--- src/design/iomem_settings.svh ---
`ifndef IOMEM_SETTINGS_SVH
`define IOMEM_SETTINGS_SVH

// Address map regions selected by addr[31:28]
`define RAM_REGION      4'h4
`define PERIPH_REGION   4'h8

// RAM geometry and response delay
`define RAM_WORDS       1024     // Power of two so upper word bits wrap
`define RAM_DELAY       16       // Cycles from valid to ready

// UART bit time in clk cycles after reset
`define UART_DIV_RESET  16

`endif
--- src/design/iomem_pkg.sv ---
package iomem_pkg;

  typedef struct packed {
    logic        valid;
    logic [3:0]  wstrb;   // Any bit set means write
    logic [31:0] addr;
    logic [31:0] wdata;
  } iomem_req_t;

  typedef struct packed {
    logic        ready;   // One cycle pulse
    logic [31:0] rdata;   // Valid with ready
  } iomem_rsp_t;

  typedef struct packed {
    logic [3:0]  region;
    logic [25:0] word_index;
    logic [1:0]  byte_offset;
  } mem_view_t;

  typedef struct packed {
    logic [3:0]  region;
    logic [22:0] unused;
    logic [2:0]  reg_index;
    logic [1:0]  byte_offset;
  } reg_view_t;

  typedef union packed {
    mem_view_t mem;
    reg_view_t regs;
  } iomem_addr_u;

  // Byte lane merge under write strobes
  function automatic logic [31:0] merge_bytes(input logic [31:0] old_word,
                                              input logic [31:0] new_word,
                                              input logic [3:0]  strb);
    logic [31:0] merged;
    merged = old_word;
    for (int b = 0; b < 4; b++) begin
      if (strb[b]) merged[8*b +: 8] = new_word[8*b +: 8];
    end
    return merged;
  endfunction

endpackage

--- src/design/iomem_fabric.sv ---
`timescale 1ns/1ps
`include "iomem_settings.svh"

module iomem_fabric (
  input  logic                  clk,
  input  logic                  resetn,
  input  iomem_pkg::iomem_req_t bus_req_i,
  output iomem_pkg::iomem_rsp_t bus_rsp_o,
  output iomem_pkg::iomem_req_t ram_req_o,
  output iomem_pkg::iomem_req_t reg_req_o,
  input  iomem_pkg::iomem_rsp_t ram_rsp_i,
  input  iomem_pkg::iomem_rsp_t reg_rsp_i
);

  import iomem_pkg::*;

  iomem_addr_u addr_u;
  logic        sel_ram;
  logic        sel_reg;
  logic        sel_none;
  logic        none_ready_q;

  assign addr_u   = bus_req_i.addr;
  assign sel_ram  = addr_u.mem.region == `RAM_REGION;
  assign sel_reg  = addr_u.mem.region == `PERIPH_REGION;
  assign sel_none = !sel_ram && !sel_reg;

  // Only the addressed part sees valid
  always_comb begin
    ram_req_o       = bus_req_i;
    ram_req_o.valid = bus_req_i.valid && sel_ram;
    reg_req_o       = bus_req_i;
    reg_req_o.valid = bus_req_i.valid && sel_reg;
  end

  // Unmapped accesses answer by themselves after one cycle
  always_ff @(posedge clk) begin
    if (!resetn) begin
      none_ready_q <= 1'b0;
    end else begin
      none_ready_q <= bus_req_i.valid && sel_none && !none_ready_q;
    end
  end

  // Request is held until ready, so the region stays valid for the merge
  always_comb begin
    if (sel_ram) begin
      bus_rsp_o = ram_rsp_i;
    end else if (sel_reg) begin
      bus_rsp_o = reg_rsp_i;
    end else begin
      bus_rsp_o.ready = none_ready_q;
      bus_rsp_o.rdata = '0;
    end
  end

endmodule

--- config.mk ---
export PLATFORM = sky130hd
export DESIGN_NAME = iomem_fabric
export DESIGN_NICKNAME = d
export VERILOG_FILES = /design/src/design/iomem_pkg.sv /design/src/design/iomem_fabric.sv
export VERILOG_INCLUDE_DIRS = /design/src /design/src/design
export SDC_FILE = /design/constraint.sdc
export NUM_CORES = 1
export LEC_CHECK = 0
export BUFFER_PORTS_ARGS = -buffer_cell sky130_fd_sc_hd__buf_2
export CORE_AREA = 2 2 118 120
export DETAILED_ROUTE_END_ITERATION = 6
export DIE_AREA = 0 0 120 122
export PLACE_DENSITY_LB_ADDON = 0.05
export SYNTH_ARGS = -nofsm -noshare
export SYNTH_HDL_FRONTEND = slang
export SYNTH_SLANG_ARGS = --single-unit
--- constraint.sdc ---
create_clock -name clk -period 3.3 [get_ports clk]
set_input_delay 0.495 -clock clk [delete_from_list [all_inputs] [get_ports clk]]
set_output_delay 0.495 -clock clk [all_outputs]
set_load 0.02 [all_outputs]
==> results.cfg, run 1 <==
[drt]
ant_nets = 0
drc = 0
vias = 993
drt_pass1_iterations = 4
wire_per_inst_um = 12.7
vias_per_cell = 2.91
drt-initial-drc-count = 18
drt-total-wl_um = 4320

[clock_network]
ctsHoldBuffers = 0
clk_latency_ns = 0
post-cts-setup-buffers = 0
path_clk_slew_ns = 0
cts_resized = 0

[floorplanning]
core-area_um2 = 13500
rows = 43
io_pins = 308
initial_core_util_pct = 10.9
fp.dieW_um = 120
die_area_um2 = 14600
die_h_um = 122

[timing]
min_period_ns = 2.19
tns_ns = 0
relSlewSlack_pct = 83.9
final_hold_viol_count = 0
clock_skew_ns = 0
worst_pin_slew_ns = 0.242
setup_viol = 0
timing.final.ws_setup_ns = 1.11
slew_viol_final = 0
fmax_ghz = 0.457
fin_crit_sh_pct = 66.3
grt_setup_unrepaired = no

[global_route]
grt_pass1_vias = 1001
grt_antenna_before_repair = 0
grt-ovfl-total = 0
grt_use_total_pct = 4.91
grt_pass1_wl_um = 5640
grt_start_max_net_pins = 20

[critical_path]
reg2reg_from = none_ready_q$_SDFF_PN0_
path_class = in2out
start_kind = input pin
cp-endpoint = bus_rsp_o[32]
arrival_ns = 1.69
worstRegToRegCells = 2
r2r_end = none_ready_q$_SDFF_PN0_
r2r_slack_ns = 2.66
cp_max_fo = 18
critPathLaunch = bus_req_i[61]
critical_path_required_ns = 2.80
crit_path_end_kind = output port

[placed_design]
post-place-ws_ns = 1.07
gp_congestion = 0.600
dp_hpwl_um = 3630
io_buffers = 115
dp_cells = 341

[yosys]
ys_types = 13
synthTopCellsByArea = buf_4, a22o_1, nor4b_4
ys_ff_latch = 1
synth_top_area_share_pct = 69.4
synth-main-ff-cell = dfxtp_1
async_flop_share_pct = 0
synth-edff-count = 0
yosysMostFrequentCell = buf_4
yosys.area.top_type = buf_4
seq_area_frac_synth_pct = 1.36
synth_cells = 184
synth_warnings = 0
synthTopCellsByCount = buf_4, a22o_1, a22o_2, buf_2, buf_6
synth_area_um2 = 1470
syn-num-nets = 321
syn_area_per_cell_um2 = 7.99

[power_and_ir_drop]
p_seq_share_pct = 10.4
p_int_mw = 0.0698
p_per_area_nw_per_um2 = 105
power.share.switching_pct = 46.2
p_clk_share_pct = 0
p_total_mw = 0.130
netSwitchingPower_mw = 0.0599
combPwrFrac_pct = 89.6
p_leak_nw = 0.674
vdd_drop_max_uv = 15.4

[run_status]
outcome = finished clean

[cells_and_area]
antenna_cells = 0
reg_top3 = none_ready_q x1
largest_register_ffs = 1
final_nets = 300
area_growth_pct = -16.3
largest-register = none_ready_q
stdcell_count = 341
drive_gt1_share_pct = 78.3
utilization_pct = 9.12

[min_path]
hold_path.class = reg2reg

[job]
drv_cap = 0
## through the flow
stage	cell area [µm²]	hold WS, ns
4_1_cts	1230	0.533
2_1_floorplan	1470	0.474
3_3_place_gp	1230	0.540
6_report	1230	0.513
3_5_place_dp	1230	0.526
5_1_grt	1230	0.560
## cell usage in the layout, fill, tap and decap left out, drive strengths merged
cell type / count
a22o: 32
and2: 2
buf: 119
dfxtp: 1
mux2i: 1
nand2: 1
nand3b: 1
nor3: 1
nor4b: 2
o21ai: 1
## cell families after synthesis
family,Yosys count,share of synthesized area (%)
compound gates,33,20.0
simple gates,7,5.19
mux,1,0.681
flops,1,1.36
buf+inv,142,72.8
## layer usage
metal / GRT usage, % / vias up / part of all wire (%) / wire length, µm
li1: - / 437 / - / -
met1: 3.92 / 409 / 28 / 1210
met2: 8.81 / 94 / 46 / 2010
met3: 1.31 / 53 / 14 / 587
met4: 6.10 / 0 / 12 / 516
met5: 0 / - / 0 / 0
## area by class of cell
class / count / area (µm²)
multi-input cells: 41 / 380
fillers: 1578 / 12300
flip-flops and latches: 1 / 20.0
well taps: 180 / 225
repair buffers: 119 / 606
## how the worst min path moves through the flow
| stage | from | endpoint | slack [ns] | cells past startpoint |
|---|---|---|---|---|
| after global routing | none_ready_q$_SDFF_PN0_ | none_ready_q$_SDFF_PN0_ | 0.56 | 2 |
| after CTS | none_ready_q$_SDFF_PN0_ | none_ready_q$_SDFF_PN0_ | 0.53 | 2 |
| final | none_ready_q$_SDFF_PN0_ | none_ready_q$_SDFF_PN0_ | 0.51 | 2 |
| after detailed placement | none_ready_q$_SDFF_PN0_ | none_ready_q$_SDFF_PN0_ | 0.53 | 2 |
| after global placement | none_ready_q$_SDFF_PN0_ | none_ready_q$_SDFF_PN0_ | 0.54 | 2 |
| after floorplan | none_ready_q$_SDFF_PN0_ | none_ready_q$_SDFF_PN0_ | 0.47 | 2 |
## power by group through the flow
stage	registers [mW]	logic, mW	clock network [mW]
floorplan	0.0133	0.284	0
global placement	0.0136	0.121	0
detailed placement	0.0135	0.119	0
global route	0.0137	0.126	0
CTS	0.0135	0.119	0
finish	0.0135	0.116	0
## worst max-delay path, stage by stage
cell	delay [ns]
buf_2	0.14
nor4b_4	0.29
buf_4	0.29
mux2i_1	0.24
o21ai_2	0.06
buf_2	0.16
Power figures use the tool's default switching activity.
==> inputs of run 2 (changes only) <==
--- a/config.mk
+++ b/config.mk
@@ -7,9 +7,9 @@
 export NUM_CORES = 1
 export LEC_CHECK = 0
 export BUFFER_PORTS_ARGS = -buffer_cell sky130_fd_sc_hd__buf_2
-export CORE_AREA = 2 2 118 120
+export CORE_AREA = 2 2 120 122
 export DETAILED_ROUTE_END_ITERATION = 6
-export DIE_AREA = 0 0 120 122
+export DIE_AREA = 0 0 122 124
 export PLACE_DENSITY_LB_ADDON = 0.05
 export SYNTH_ARGS = -nofsm -noshare
 export SYNTH_HDL_FRONTEND = slang
==> constraint.sdc (replaced) <==
create_clock -name clk -period 1.9 [get_ports clk]
set_input_delay 0.285 -clock clk [delete_from_list [all_inputs] [get_ports clk]]
set_output_delay 0.285 -clock clk [all_outputs]
set_load 0.02 [all_outputs]
==> run 2 against run 1 <==
Compared with the run above:
- global-route usage up 0.29 points
- final cell count did not move
- die area rose by 3.3%
- sequential power rose by 74%
- power is 76% higher
- sequential share of layout area barely moved
- critical path depth down 1
- first-iteration DRC count decreased by 61%
- via count shrank 1.4%
- combinational power up 77%
- routed wire length is 7.4% higher
- register-to-register slack got worse by 1.4 ns
==> results.cfg, run 2 (synthesized netlist as in run 1, its figures left out) <==
[global_route]
grt_pass1_vias = 906
grt-ovfl-total = 0
grt_use_total_pct = 5.20
grt_pass1_wl_um = 5870
grt_antenna_before_repair = 0
grt_start_max_net_pins = 22

[power_and_ir_drop]
p_leak_nw = 0.677
vdd_drop_max_uv = 25.9
p_int_mw = 0.123
p_clk_share_pct = 0
power.share.switching_pct = 46.3
p_seq_share_pct = 10.3
combPwrFrac_pct = 89.7
p_per_area_nw_per_um2 = 184
netSwitchingPower_mw = 0.106

[min_path]
hold_path.class = reg2reg

[drt]
ant_nets = 0
drt-initial-drc-count = 7
drt-total-wl_um = 4640
vias = 979
drc = 0
drt_pass1_iterations = 4
wire_per_inst_um = 13.6
vias_per_cell = 2.87

[cells_and_area]
final_nets = 300
multi_input_area_um2 = 380
finalInstanceArea_um2 = 1240
reg_top3 = none_ready_q x1
utilization_pct = 9.07
final_common_cell = buf_2
area_growth_pct = -15.4
drive_gt1_share_pct = 78.3
largest-register = none_ready_q
layout_common_cells = buf_2, a22o_1, a22o_2, buf_4
largest_register_ffs = 1
antenna_cells = 0
fillCellCount = 1626
seq_area_um2 = 20.0

[critical_path]
worst_path_max_delay_cell = nor4b_4
cp_num_buf_inv = 3
critical_path_required_ns = 1.62
arrival_ns = 1.49
slowest_delay_ns = 0.37
cp_top_family = buffers and inverters
path_cells = buf_2 -> nor4b_4 -> buf_4 -> a22o_1 -> buf_2
path_common_cell = buf_2
cp_max_fo = 19
crit_path_end_kind = output port
start_kind = input pin
path_class = in2out

[run_status]
outcome = finished clean

[floorplanning]
core-area_um2 = 13700
fp.dieW_um = 122
rows = 43
initial_core_util_pct = 10.7
die_area_um2 = 15100
die_h_um = 124
io_pins = 308

[placed_design]
gp_congestion = 0.582
dp_hpwl_um = 3970
placed_cell_area_um2 = 1240
io_buffers = 115

[job]
drv_cap = 0

[timing]
tns_ns = 0
final_hold_viol_count = 0
relSlewSlack_pct = 79.2
worst_pin_slew_ns = 0.310
clock_skew_ns = 0
setup_viol = 0
grt_setup_unrepaired = no
min_period_ns = 1.77
fin_crit_sh_pct = 93.3
slew_viol_final = 0
fmax_ghz = 0.564
holdWs_ns = 0.511

[clock_network]
cts_resized = 0
ctsHoldBuffers = 0
path_clk_slew_ns = 0
post-cts-setup-buffers = 0
clk_latency_ns = 0
run 2: tightest hold or removal path: stages (launching register included):
cell	delay (ns)
dfxtp_1	0.31
nand3b_1	0.11
nor3_1	0.04
run 2: metal layers:
metal | GRT usage [%] | part of all wire [%]
met1 | 4.94 | 31
met2 | 8.90 | 48
met3 | 1.28 | 13
met4 | 5.46 | 9.1
met5 | 0 | 0
run 2: power groups by stage:
stage                     logic [mW]  clock network [mW]  registers [mW]
final                          0.205                   0          0.0235
after global routing           0.224                   0          0.0235
after global placement         0.213                   0          0.0236
after floorplan                0.493                   0          0.0231
after CTS                      0.211                   0          0.0235
after detailed placement       0.210                   0          0.0235
run 2: worst paths after layout:
check | from | to | slack, ns | cells past startpoint
worst max-delay path | bus_req_i[61] | bus_rsp_o[15] | 0.13 | 5
worst min-delay path | none_ready_q$_SDFF_PN0_ | none_ready_q$_SDFF_PN0_ | 0.51 | 2
worst max register to register | none_ready_q$_SDFF_PN0_ | none_ready_q$_SDFF_PN0_ | 1.27 | 2
worst min register to register | none_ready_q$_SDFF_PN0_ | none_ready_q$_SDFF_PN0_ | 0.51 | 2
run 2: metrics by stage:
stage	power, mW	std cells	setup slack [ns]
after floorplan	0.517	184	0.413
after global placement	0.237	341	0.0892
after detailed placement	0.234	341	0.0831
after CTS	0.234	341	0.0748
after global routing	0.248	341	0.0382
final	0.229	341	0.128
run 2: final cells by class:
| class | instances | area share (%) |
|---|---|---|
| Multi-Input combinational cell | 41 | 30.6 |
| Timing Repair Buffer | 119 | 49.7 |
| Sequential cell | 1 | 1.61 |
| Tap cell | 180 | 18.1 |
