**config.mk**
```make
export PLATFORM = sky130hd
export DESIGN_NAME = periph_regs
export DESIGN_NICKNAME = d
export VERILOG_FILES = /design/src/design/iomem_pkg.sv /design/src/design/periph_regs.sv
export VERILOG_INCLUDE_DIRS = /design/src /design/src/design
export SDC_FILE = /design/constraint.sdc
export NUM_CORES = 1
export LEC_CHECK = 0
export BUFFER_PORTS_ARGS = -buffer_cell sky130_fd_sc_hd__buf_2
export CORE_ASPECT_RATIO = 0.8
export CORE_MARGIN = 2
export CORE_UTILIZATION = 30
export CTS_CLUSTER_DIAMETER = 30
export DETAILED_ROUTE_END_ITERATION = 10
export GPL_TIMING_DRIVEN = 0
export MAX_ROUTING_LAYER = met4
export SLEW_MARGIN = 30
export SYNTH_ARGS = -nofsm -noshare
export SYNTH_HDL_FRONTEND = slang
export SYNTH_SLANG_ARGS = --single-unit
```
**constraint.sdc**
```tcl
create_clock -name clk -period 10.7 [get_ports clk]
set_input_delay 2.14 -clock clk [delete_from_list [all_inputs] [get_ports clk]]
set_output_delay 2.14 -clock clk [all_outputs]
set_load 0.01 [all_outputs]
```
**src/design/iomem_settings.svh**
```systemverilog
`ifndef IOMEM_SETTINGS_SVH
`define IOMEM_SETTINGS_SVH

// Address map regions selected by addr[31:28]
`define RAM_REGION      4'h4
`define PERIPH_REGION   4'h8

// RAM geometry and response delay
`define RAM_WORDS       1024     // Power of two so upper word bits wrap
`define RAM_DELAY       16       // Cycles from valid to ready

// UART bit time in clk cycles after reset
`define UART_DIV_RESET  16

`endif
```
**src/design/iomem_pkg.sv**
```systemverilog
package iomem_pkg;

  typedef struct packed {
    logic        valid;
    logic [3:0]  wstrb;   // Any bit set means write
    logic [31:0] addr;
    logic [31:0] wdata;
  } iomem_req_t;

  typedef struct packed {
    logic        ready;   // One cycle pulse
    logic [31:0] rdata;   // Valid with ready
  } iomem_rsp_t;

  typedef struct packed {
    logic [3:0]  region;
    logic [25:0] word_index;
    logic [1:0]  byte_offset;
  } mem_view_t;

  typedef struct packed {
    logic [3:0]  region;
    logic [22:0] unused;
    logic [2:0]  reg_index;
    logic [1:0]  byte_offset;
  } reg_view_t;

  typedef union packed {
    mem_view_t mem;
    reg_view_t regs;
  } iomem_addr_u;

  // Byte lane merge under write strobes
  function automatic logic [31:0] merge_bytes(input logic [31:0] old_word,
                                              input logic [31:0] new_word,
                                              input logic [3:0]  strb);
    logic [31:0] merged;
    merged = old_word;
    for (int b = 0; b < 4; b++) begin
      if (strb[b]) merged[8*b +: 8] = new_word[8*b +: 8];
    end
    return merged;
  endfunction

endpackage

```
**src/design/periph_regs.sv**
```systemverilog
`timescale 1ns/1ps
`include "iomem_settings.svh"

module periph_regs (
  input  logic                  clk,
  input  logic                  resetn,
  input  iomem_pkg::iomem_req_t req_i,
  output iomem_pkg::iomem_rsp_t rsp_o,
  output logic                  pwm0_o,
  output logic                  pwm1_o,
  output logic                  uart_tx_o
);

  import iomem_pkg::*;

  iomem_addr_u addr_u;
  logic [2:0]  idx;
  logic        accept;
  logic        wr_en;

  logic        ready_q;
  logic [31:0] rdata_d;
  logic [31:0] rdata_q;

  logic [31:0] pwm_period_q [2];
  logic [31:0] pwm_duty_q   [2];
  logic [31:0] pwm_cnt_q    [2];
  logic [1:0]  pwm_out;

  logic [31:0] uart_div_q;
  logic [7:0]  uart_last_q;
  logic [9:0]  frame_q;
  logic [3:0]  bit_cnt_q;
  logic [31:0] baud_cnt_q;
  logic        uart_busy_q;
  logic        uart_start;
  logic        bit_done;

  assign addr_u = req_i.addr;
  assign idx    = addr_u.regs.reg_index;
  assign accept = req_i.valid && !ready_q;  // Valid is still high in the ready cycle
  assign wr_en  = accept && (|req_i.wstrb);

  always_ff @(posedge clk) begin
    if (!resetn) begin
      ready_q <= 1'b0;
    end else begin
      ready_q <= accept;
    end
  end

  // PWM channel ch has its period at index 2*ch and its duty at 2*ch+1
  for (genvar ch = 0; ch < 2; ch++) begin : g_pwm
    always_ff @(posedge clk) begin
      if (!resetn) begin
        pwm_period_q[ch] <= '0;
        pwm_duty_q[ch]   <= '0;
        pwm_cnt_q[ch]    <= '0;
      end else begin
        if (wr_en && idx == 3'(2*ch)) begin
          pwm_period_q[ch] <= merge_bytes(pwm_period_q[ch], req_i.wdata, req_i.wstrb);
        end
        if (wr_en && idx == 3'(2*ch+1)) begin
          pwm_duty_q[ch] <= merge_bytes(pwm_duty_q[ch], req_i.wdata, req_i.wstrb);
        end
        if (pwm_cnt_q[ch] + 32'd1 >= pwm_period_q[ch]) begin
          pwm_cnt_q[ch] <= '0;  // Also holds at 0 for period 0
        end else begin
          pwm_cnt_q[ch] <= pwm_cnt_q[ch] + 32'd1;
        end
      end
    end

    assign pwm_out[ch] = pwm_cnt_q[ch] < pwm_duty_q[ch];
  end

  assign pwm0_o = pwm_out[0];
  assign pwm1_o = pwm_out[1];

  always_ff @(posedge clk) begin
    if (!resetn) begin
      uart_div_q <= 32'(`UART_DIV_RESET);
    end else if (wr_en && idx == 3'd6) begin
      uart_div_q <= merge_bytes(uart_div_q, req_i.wdata, req_i.wstrb);
    end
  end

  always_ff @(posedge clk) begin
    if (wr_en && idx == 3'd4 && req_i.wstrb[0]) begin
      uart_last_q <= req_i.wdata[7:0];
    end
  end

  // 8N1 transmitter shifting the frame out LSB first
  assign uart_start = wr_en && idx == 3'd4 && req_i.wstrb[0] && !uart_busy_q;
  assign bit_done   = baud_cnt_q + 32'd1 >= uart_div_q;  // Divider 0 acts as 1

  always_ff @(posedge clk) begin
    if (!resetn) begin
      frame_q     <= '1;  // Line idles high
      bit_cnt_q   <= '0;
      baud_cnt_q  <= '0;
      uart_busy_q <= 1'b0;
    end else if (uart_start) begin
      frame_q     <= {1'b1, req_i.wdata[7:0], 1'b0};
      bit_cnt_q   <= '0;
      baud_cnt_q  <= '0;
      uart_busy_q <= 1'b1;
    end else if (uart_busy_q) begin
      if (bit_done) begin
        baud_cnt_q <= '0;
        frame_q    <= {1'b1, frame_q[9:1]};
        if (bit_cnt_q == 4'd9) begin
          uart_busy_q <= 1'b0;  // Stop bit finished
        end else begin
          bit_cnt_q <= bit_cnt_q + 4'd1;
        end
      end else begin
        baud_cnt_q <= baud_cnt_q + 32'd1;
      end
    end
  end

  assign uart_tx_o = frame_q[0];

  always_comb begin
    case (idx)
      3'd0:    rdata_d = pwm_period_q[0];
      3'd1:    rdata_d = pwm_duty_q[0];
      3'd2:    rdata_d = pwm_period_q[1];
      3'd3:    rdata_d = pwm_duty_q[1];
      3'd4:    rdata_d = {24'h0, uart_last_q};
      3'd5:    rdata_d = {31'h0, uart_busy_q};
      3'd6:    rdata_d = uart_div_q;
      default: rdata_d = '0;
    endcase
  end

  always_ff @(posedge clk) begin
    if (accept) begin
      rdata_q <= rdata_d;
    end
  end

  always_comb begin
    rsp_o.ready = ready_q;
    rsp_o.rdata = rdata_q;
  end

endmodule

```
==> results of run 1 <==
[sequential cells by signal, indices dropped and copies added (netlist names)]
| signal | flops |
|---|---|
| pwm_duty_q | 64 |
| rdata_q | 32 |
| pwm_period_q | 64 |
| uart_busy_q | 1 |
| uart_last_q | 8 |
| bit_cnt_q | 4 |
| baud_cnt_q | 32 |
| ready_q | 1 |
| pwm_cnt_q | 64 |
| uart_div_q | 32 |
| frame_q | 9 |
[cells by family after synthesis]
| group | after synthesis | synth area share |
|---|---|---|
| simple gates | 706 | 0.193 |
| compound gates | 313 | 0.101 |
| flops | 311 | 0.455 |
| buf+inv | 301 | 0.0607 |
| fa+ha+maj | 163 | 0.109 |
| xor+xnor | 91 | 0.0424 |
| mux | 41 | 0.0400 |
| other cells | 1 | 0.000200 |
[stage by stage]
stage          total power [µW]   util  setup WS, ps  instance area, µm²  instances
2_1_floorplan              1650      -          6290               19000       1990
3_3_place_gp               1790  0.329          4650               20500       2905
3_5_place_dp               1810  0.329          5440               20500       2907
4_1_cts                    4110  0.370          5410               23000       3033
5_1_grt                    4220  0.370          5050               23000       3034
6_report                   4090  0.370          5390               23000       3034
[layer usage]
layer / global-route usage / part of all wire
met1: 0.269 / 0.48
met2: 0.262 / 0.42
met3: 0.0313 / 0.071
met4: 0.0527 / 0.026
met5: - / 0
[tightest hold or removal path, cell delays in order, from the launching register on]
cell and delay, ps:
dfxtp_1 320, nand2_1 60, a21oi_1 50
[final timing paths]
check | endpoint | slack, ps | from
setup / recovery | pwm_cnt_q[1][30]$_SDFFCE_PN0P_ | 5390 | pwm_cnt_q[1][5]$_SDFFCE_PN0P_
hold / removal | uart_div_q[11]$_SDFFE_PN0P_ | 470 | uart_div_q[11]$_SDFFE_PN0P_
hold reg to reg | uart_div_q[11]$_SDFFE_PN0P_ | 470 | uart_div_q[11]$_SDFFE_PN0P_
setup reg to reg | pwm_cnt_q[1][30]$_SDFFCE_PN0P_ | 5390 | pwm_cnt_q[1][5]$_SDFFCE_PN0P_
[power by group through the flow]
stage / registers (µW) / clock network, µW / logic, µW
floorplan: 1410 / 0 / 240
global placement: 1430 / 0 / 366
detailed placement: 1430 / 0 / 379
CTS: 1410 / 2320 / 383
global route: 1410 / 2370 / 430
finish: 1410 / 2290 / 387
[final cells by class]
type / count / share of cell area
Antenna cell: 1 / 0.000109
Buffer: 84 / 0.0143
Clock buffer: 83 / 0.0813
Clock inverter: 43 / 0.0271
Inverter: 217 / 0.0354
Multi-Input combinational cell: 1378 / 0.408
Sequential cell: 311 / 0.371
Tap cell: 840 / 0.0456
Timing Repair Buffer: 77 / 0.0174
[cell usage in the layout (no fill, tap or decap), types with 10 or more instances in the layout]
| master | n |
|---|---|
| nor3_1 | 37 |
| o21ai_1 | 16 |
| xor2_1 | 35 |
| clkbuf_1 | 74 |
| and4_1 | 10 |
| nand2_1 | 206 |
| clkbuf_16 | 72 |
| or3_1 | 19 |
| and3_1 | 22 |
| nand4_1 | 45 |
| mux4_2 | 27 |
| o21ai_0 | 78 |
| buf_2 | 82 |
| a21oi_1 | 101 |
| xnor2_1 | 56 |
| inv_1 | 215 |
| o41ai_1 | 14 |
| conb_1 | 64 |
| nand3_1 | 83 |
| bufinv_16 | 13 |
| nor2_1 | 98 |
| ha_1 | 163 |
| a21o_1 | 51 |
| and2_1 | 128 |
| dfxtp_1 | 79 |
| edfxtp_1 | 232 |
| nor4_1 | 12 |
| mux2i_1 | 11 |
==> results_dict.tcl, run 1 <==
set metrics [dict create \
    status "completed" \
    post_cts_resized 0 \
    rsz0062_at_grt "no" \
    grt_start_max_net_pins 24 \
    dieArea_um2 64700 \
    avgSynthCellArea_um2 9.75 \
    area_delta_synth_final_pct 22.6 \
    via_per_inst 5.10 \
    multi_input_comb_area_um2 9400 \
    hold_path.class "reg -> reg" \
    syn_area_um2 18800 \
    ys_ff_latch 311 \
    clkLatencyLatePin_ps 590 \
    clkPwrFrac 0.561 \
    cp_slowest_cell "or4_1" \
    hpwl_um 46100 \
    fin_crit_ps 5310 \
    async_flop_share 0 \
    power_switching_uw 1020 \
    cts_hold_buffers 0 \
    worst-r2r-cell-count 15 \
    boundaryPins 107 \
    die_w_um 284 \
    worst_pin_slew_ps 961 \
    htree_levels 3 \
    slew-limit-headroom 0.355 \
    critPathLaunchType "register" \
    synth.most_common_cell "edfxtp_1" \
    cp.arrival_ps 5720 \
    hold_viol 0 \
    intPower_uw 3070 \
    yosysWarnings 0 \
    initial_core_util 0.302 \
    grt_pass1_vias 15000 \
    cts_setup_buffers 0 \
    whs_ps 472 \
    grt_pass1_wl_um 89100 \
    critPathBufInv 2 \
    p_sw_frac 0.250 \
    slew_viol_final 0 \
    netlist.top_cell.by_area "edfxtp_1" \
    clock_skew_ps 24.7 \
    hold_depth 2 \
    clkTransAtPathRegs_ps 50 \
    cts_root_buffer "clkbuf_16" \
    irDropWorstVdd_mv 0.0956 \
    cellLeakagePower_uw 0.00938 \
    yosysSeqAreaShare 0.455 \
    fin_tns_setup_ps 0 \
    synth_top_area_frac 0.371 \
    cts_buffers 68 \
    antenna_found_initial 6 \
    seqPwrFrac 0.344 \
    worstPathRequired_ps 11110 \
    std_cell_rows 82 \
    worstPathMaxFanout 10 \
    clock_sinks 311 \
    drive_above_1_share 0.117 \
    finalCritPeriodShare 0.496 \
    nets 2371 \
    crit_type "reg -> reg" \
    cts.path.max_buffers 3 \
    num_vias 15500 \
    critPathTopFamily "simple AND/OR/NAND/NOR gates" \
    p_comb_frac 0.095 \
    maxCapViolCount 0 \
    finalSetupViolations 0 \
    tritoncts "done" \
    grt-ovfl-total 0 \
    drt-initial-drc-count 1486 \
    crit_chain "nand4_1 > or4_1 > nor2_1 > and4_1 > xor2_1 > ha_1 > a21oi_1 > nor2b_1 > o21ai_0 > o2111ai_1 > clkbuf_1 > nor2_1 > clkbuf_1 > nand2_1 > o21ai_0" \
    die_h_um 228 \
    fill_cells 6162 \
    crit_cells 15 \
    ant_nets 0 \
    first_pass_iters 7 \
    synthCells 1927 \
    synth_cell_types 65 \
    regArea_um2 8550 \
    gp_congestion 0.958 \
    fp.coreArea_um2 62300 \
    power_density_nw_per_um2 177 \
    drc 0 \
    track_usage 0.185 \
    critPathCaptureType "register" \
    synth-edff-count 232 \
    route.detailed.wl_per_inst_um 19.3 \
    synth_commonest_cells "edfxtp_1, inv_1, nand2_1, ha_1, and2_1" \
    port_buffers 75 \
    slowest_delay_ps 650 \
    synthFlopType "edfxtp_1" \
    synthTopCellsByArea "edfxtp_1, ha_1, dfxtp_1" \
    totalWireLength_um 58700 \
    max_freq_mhz 188 \
]
(Power assumes the default switching activity.)
==> inputs of run 2 (changes only) <==
==> constraint.sdc (replaced) <==
create_clock -name clk -period 4.8 [get_ports clk]
set_input_delay 0.96 -clock clk [delete_from_list [all_inputs] [get_ports clk]]
set_output_delay 0.96 -clock clk [all_outputs]
set_load 0.01 [all_outputs]
==> run 2 against run 1 <==
Effect of this change: critical path type unchanged; setup slack worse by 5200 ps; count of clock-buffer cells in the layout stayed put; critical endpoint is now pwm_cnt_q[1][29]$_SDFFCE_PN0P_; the flow now finishes with violations (DRC); maximum frequency up 16%; largest cell class unchanged.
==> results_dict.tcl, run 2 (synthesis gave the netlist of run 1 again) <==
set metrics [dict create \
    status "finished, violations left" \
    violations "DRC" \
    grt_start_max_net_pins 24 \
    r2r-end "pwm_cnt_q[1][29]$_SDFFCE_PN0P_" \
    max_freq_mhz 219 \
    gp_congestion 0.958 \
    cts_buffers 68 \
    hold_start "uart_div_q[11]$_SDFFE_PN0P_" \
    cellLeakagePower_uw 0.00945 \
    grt-ovfl-total 0 \
    die_h_um 228 \
    grt_pass1_vias 15100 \
    fin_total_pwr_uw 9120 \
    cp_slowest_cell "or4_1" \
    worst_pin_slew_ps 957 \
    cts_root_buffer "clkbuf_16" \
    power_density_nw_per_um2 394 \
    worstPathMaxFanout 10 \
    tritoncts "done" \
    slowest_delay_ps 700 \
    nets 2370 \
    first_pass_iters 9 \
    htree_levels 3 \
    irDropWorstVdd_mv 0.213 \
    setup_slack_ps 241 \
    worst_r2r_startpoint "pwm_cnt_q[1][5]$_SDFFCE_PN0P_" \
    die_w_um 284 \
    crit_type "reg -> reg" \
    crit_chain "nand4_1 > or4_1 > nor2_4 > and4_1 > xor2_1 > ha_1 > a21oi_1 > nor2b_1 > o21ai_0 > o2111ai_2 > buf_2 > nor2_4 > clkbuf_2 > nand2_1 > o21ai_0" \
    ant_nets 0 \
    grt_pass1_wl_um 89100 \
    finalSetupViolations 0 \
    cts_hold_buffers 0 \
    fill_cells 6158 \
    dieArea_um2 64700 \
    hpwl_um 46100 \
    post-place-ws_ps -379 \
    clock_skew_ps 25.4 \
    critPathTopFamily "simple AND/OR/NAND/NOR gates" \
    antenna_found_initial 6 \
    slew-limit-headroom 0.358 \
    drive_above_1_share 0.125 \
    clock_sinks 311 \
    num_vias 15500 \
    maxCapViolCount 0 \
    critPathLaunchType "register" \
    initial_core_util 0.302 \
    top_regs "pwm_cnt_q x64, pwm_duty_q x64, pwm_period_q x64" \
    final_cell_mix "edfxtp_1, inv_1, nand2_1" \
    fin_crit_ps 4560 \
    std_cell_rows 82 \
    fp.coreArea_um2 62300 \
    worstPathRequired_ps 5210 \
    boundaryPins 107 \
    hold_path_end "uart_div_q[11]$_SDFFE_PN0P_" \
    port_buffers 75 \
    area_delta_synth_final_pct 23.1 \
    critPathBufInv 2 \
    clkLatencyLatePin_ps 590 \
    mostFrequentLayoutCell "edfxtp_1" \
    worst-r2r-cell-count 15 \
    via_per_inst 5.12 \
    slew_viol_final 0 \
    hold_path.class "reg -> reg" \
    clkTransAtPathRegs_ps 50 \
    drt-initial-drc-count 1609 \
    cts.path.max_buffers 3 \
    critPathCaptureType "register" \
    cp.arrival_ps 4970 \
    track_usage 0.185 \
    totalWireLength_um 58800 \
    route.detailed.wl_per_inst_um 19.4 \
    drc 1 \
    finalCritPeriodShare 0.950 \
    hold_depth 2 \
    r2r_slack_ps 240 \
    hold_viol 0 \
]
run 2: stage by stage:
stage	std cells	hold slack [ps]	setup TNS, ps	util	area [µm²]
after floorplan	1990	446	0	-	19000
after global placement	2905	460	-43580	0.329	20500
after detailed placement	2907	466	-4560	0.329	20500
after CTS	3033	473	0	0.370	23000
after global routing	3033	488	-37.3	0.372	23100
final	3033	473	0	0.372	23100
run 2: what timing repair did:
item,4_1_cts,5_1_grt
endpoints found under the hold margin,0,0
setup buffers,0,1
resized for setup,5,28
pin swaps,0,2
endpoints found under the setup margin,23,92
run 2: final cells by class:
class / count / area (µm²) / area share
Antenna cell: 1 / 2.50 / 0.000108
Buffer: 82 / 332 / 0.0143
Clock buffer: 83 / 1870 / 0.0809
Clock inverter: 43 / 624 / 0.0270
Inverter: 217 / 815 / 0.0352
Multi-Input combinational cell: 1378 / 9490 / 0.410
Sequential cell: 311 / 8550 / 0.369
Tap cell: 840 / 1050 / 0.0454
Timing Repair Buffer: 78 / 408 / 0.0176
run 2: tightest hold or removal path: stages (launching register included):
cell	delay (ps)
dfxtp_1	320
nand2_1	60
a21oi_1	50
run 2: metal layers:
metal | track usage | part of all wire
met1 | 0.269 | 0.47
met2 | 0.262 | 0.43
met3 | 0.0313 | 0.076
met4 | 0.0527 | 0.025
met5 | - | 0
run 2: worst max path at each step:
stage / start / endpoint / cells after the start
4_1_cts: pwm_cnt_q[1][5]$_SDFFCE_PN0P_ / pwm_cnt_q[1][29]$_SDFFCE_PN0P_ / 14
5_1_grt: pwm_cnt_q[1][5]$_SDFFCE_PN0P_ / pwm_cnt_q[1][29]$_SDFFCE_PN0P_ / 15
3_3_place_gp: pwm_cnt_q[0][0]$_SDFFCE_PN0P_ / pwm_cnt_q[0][21]$_SDFFCE_PN0P_ / 15
6_report: pwm_cnt_q[1][5]$_SDFFCE_PN0P_ / pwm_cnt_q[1][29]$_SDFFCE_PN0P_ / 15
3_5_place_dp: pwm_cnt_q[1][5]$_SDFFCE_PN0P_ / pwm_cnt_q[1][29]$_SDFFCE_PN0P_ / 15
2_1_floorplan: baud_cnt_q[0]$_SDFFE_PP0P_ / frame_q[4]$_SDFFE_PN1P_ / 15
run 2: where the power goes:
part	internal (µW)	switching, µW	total (µW)
combinational	312	562	873
sequential	3030	107	3140
clock	3500	1610	5110
total	6840	2280	9120
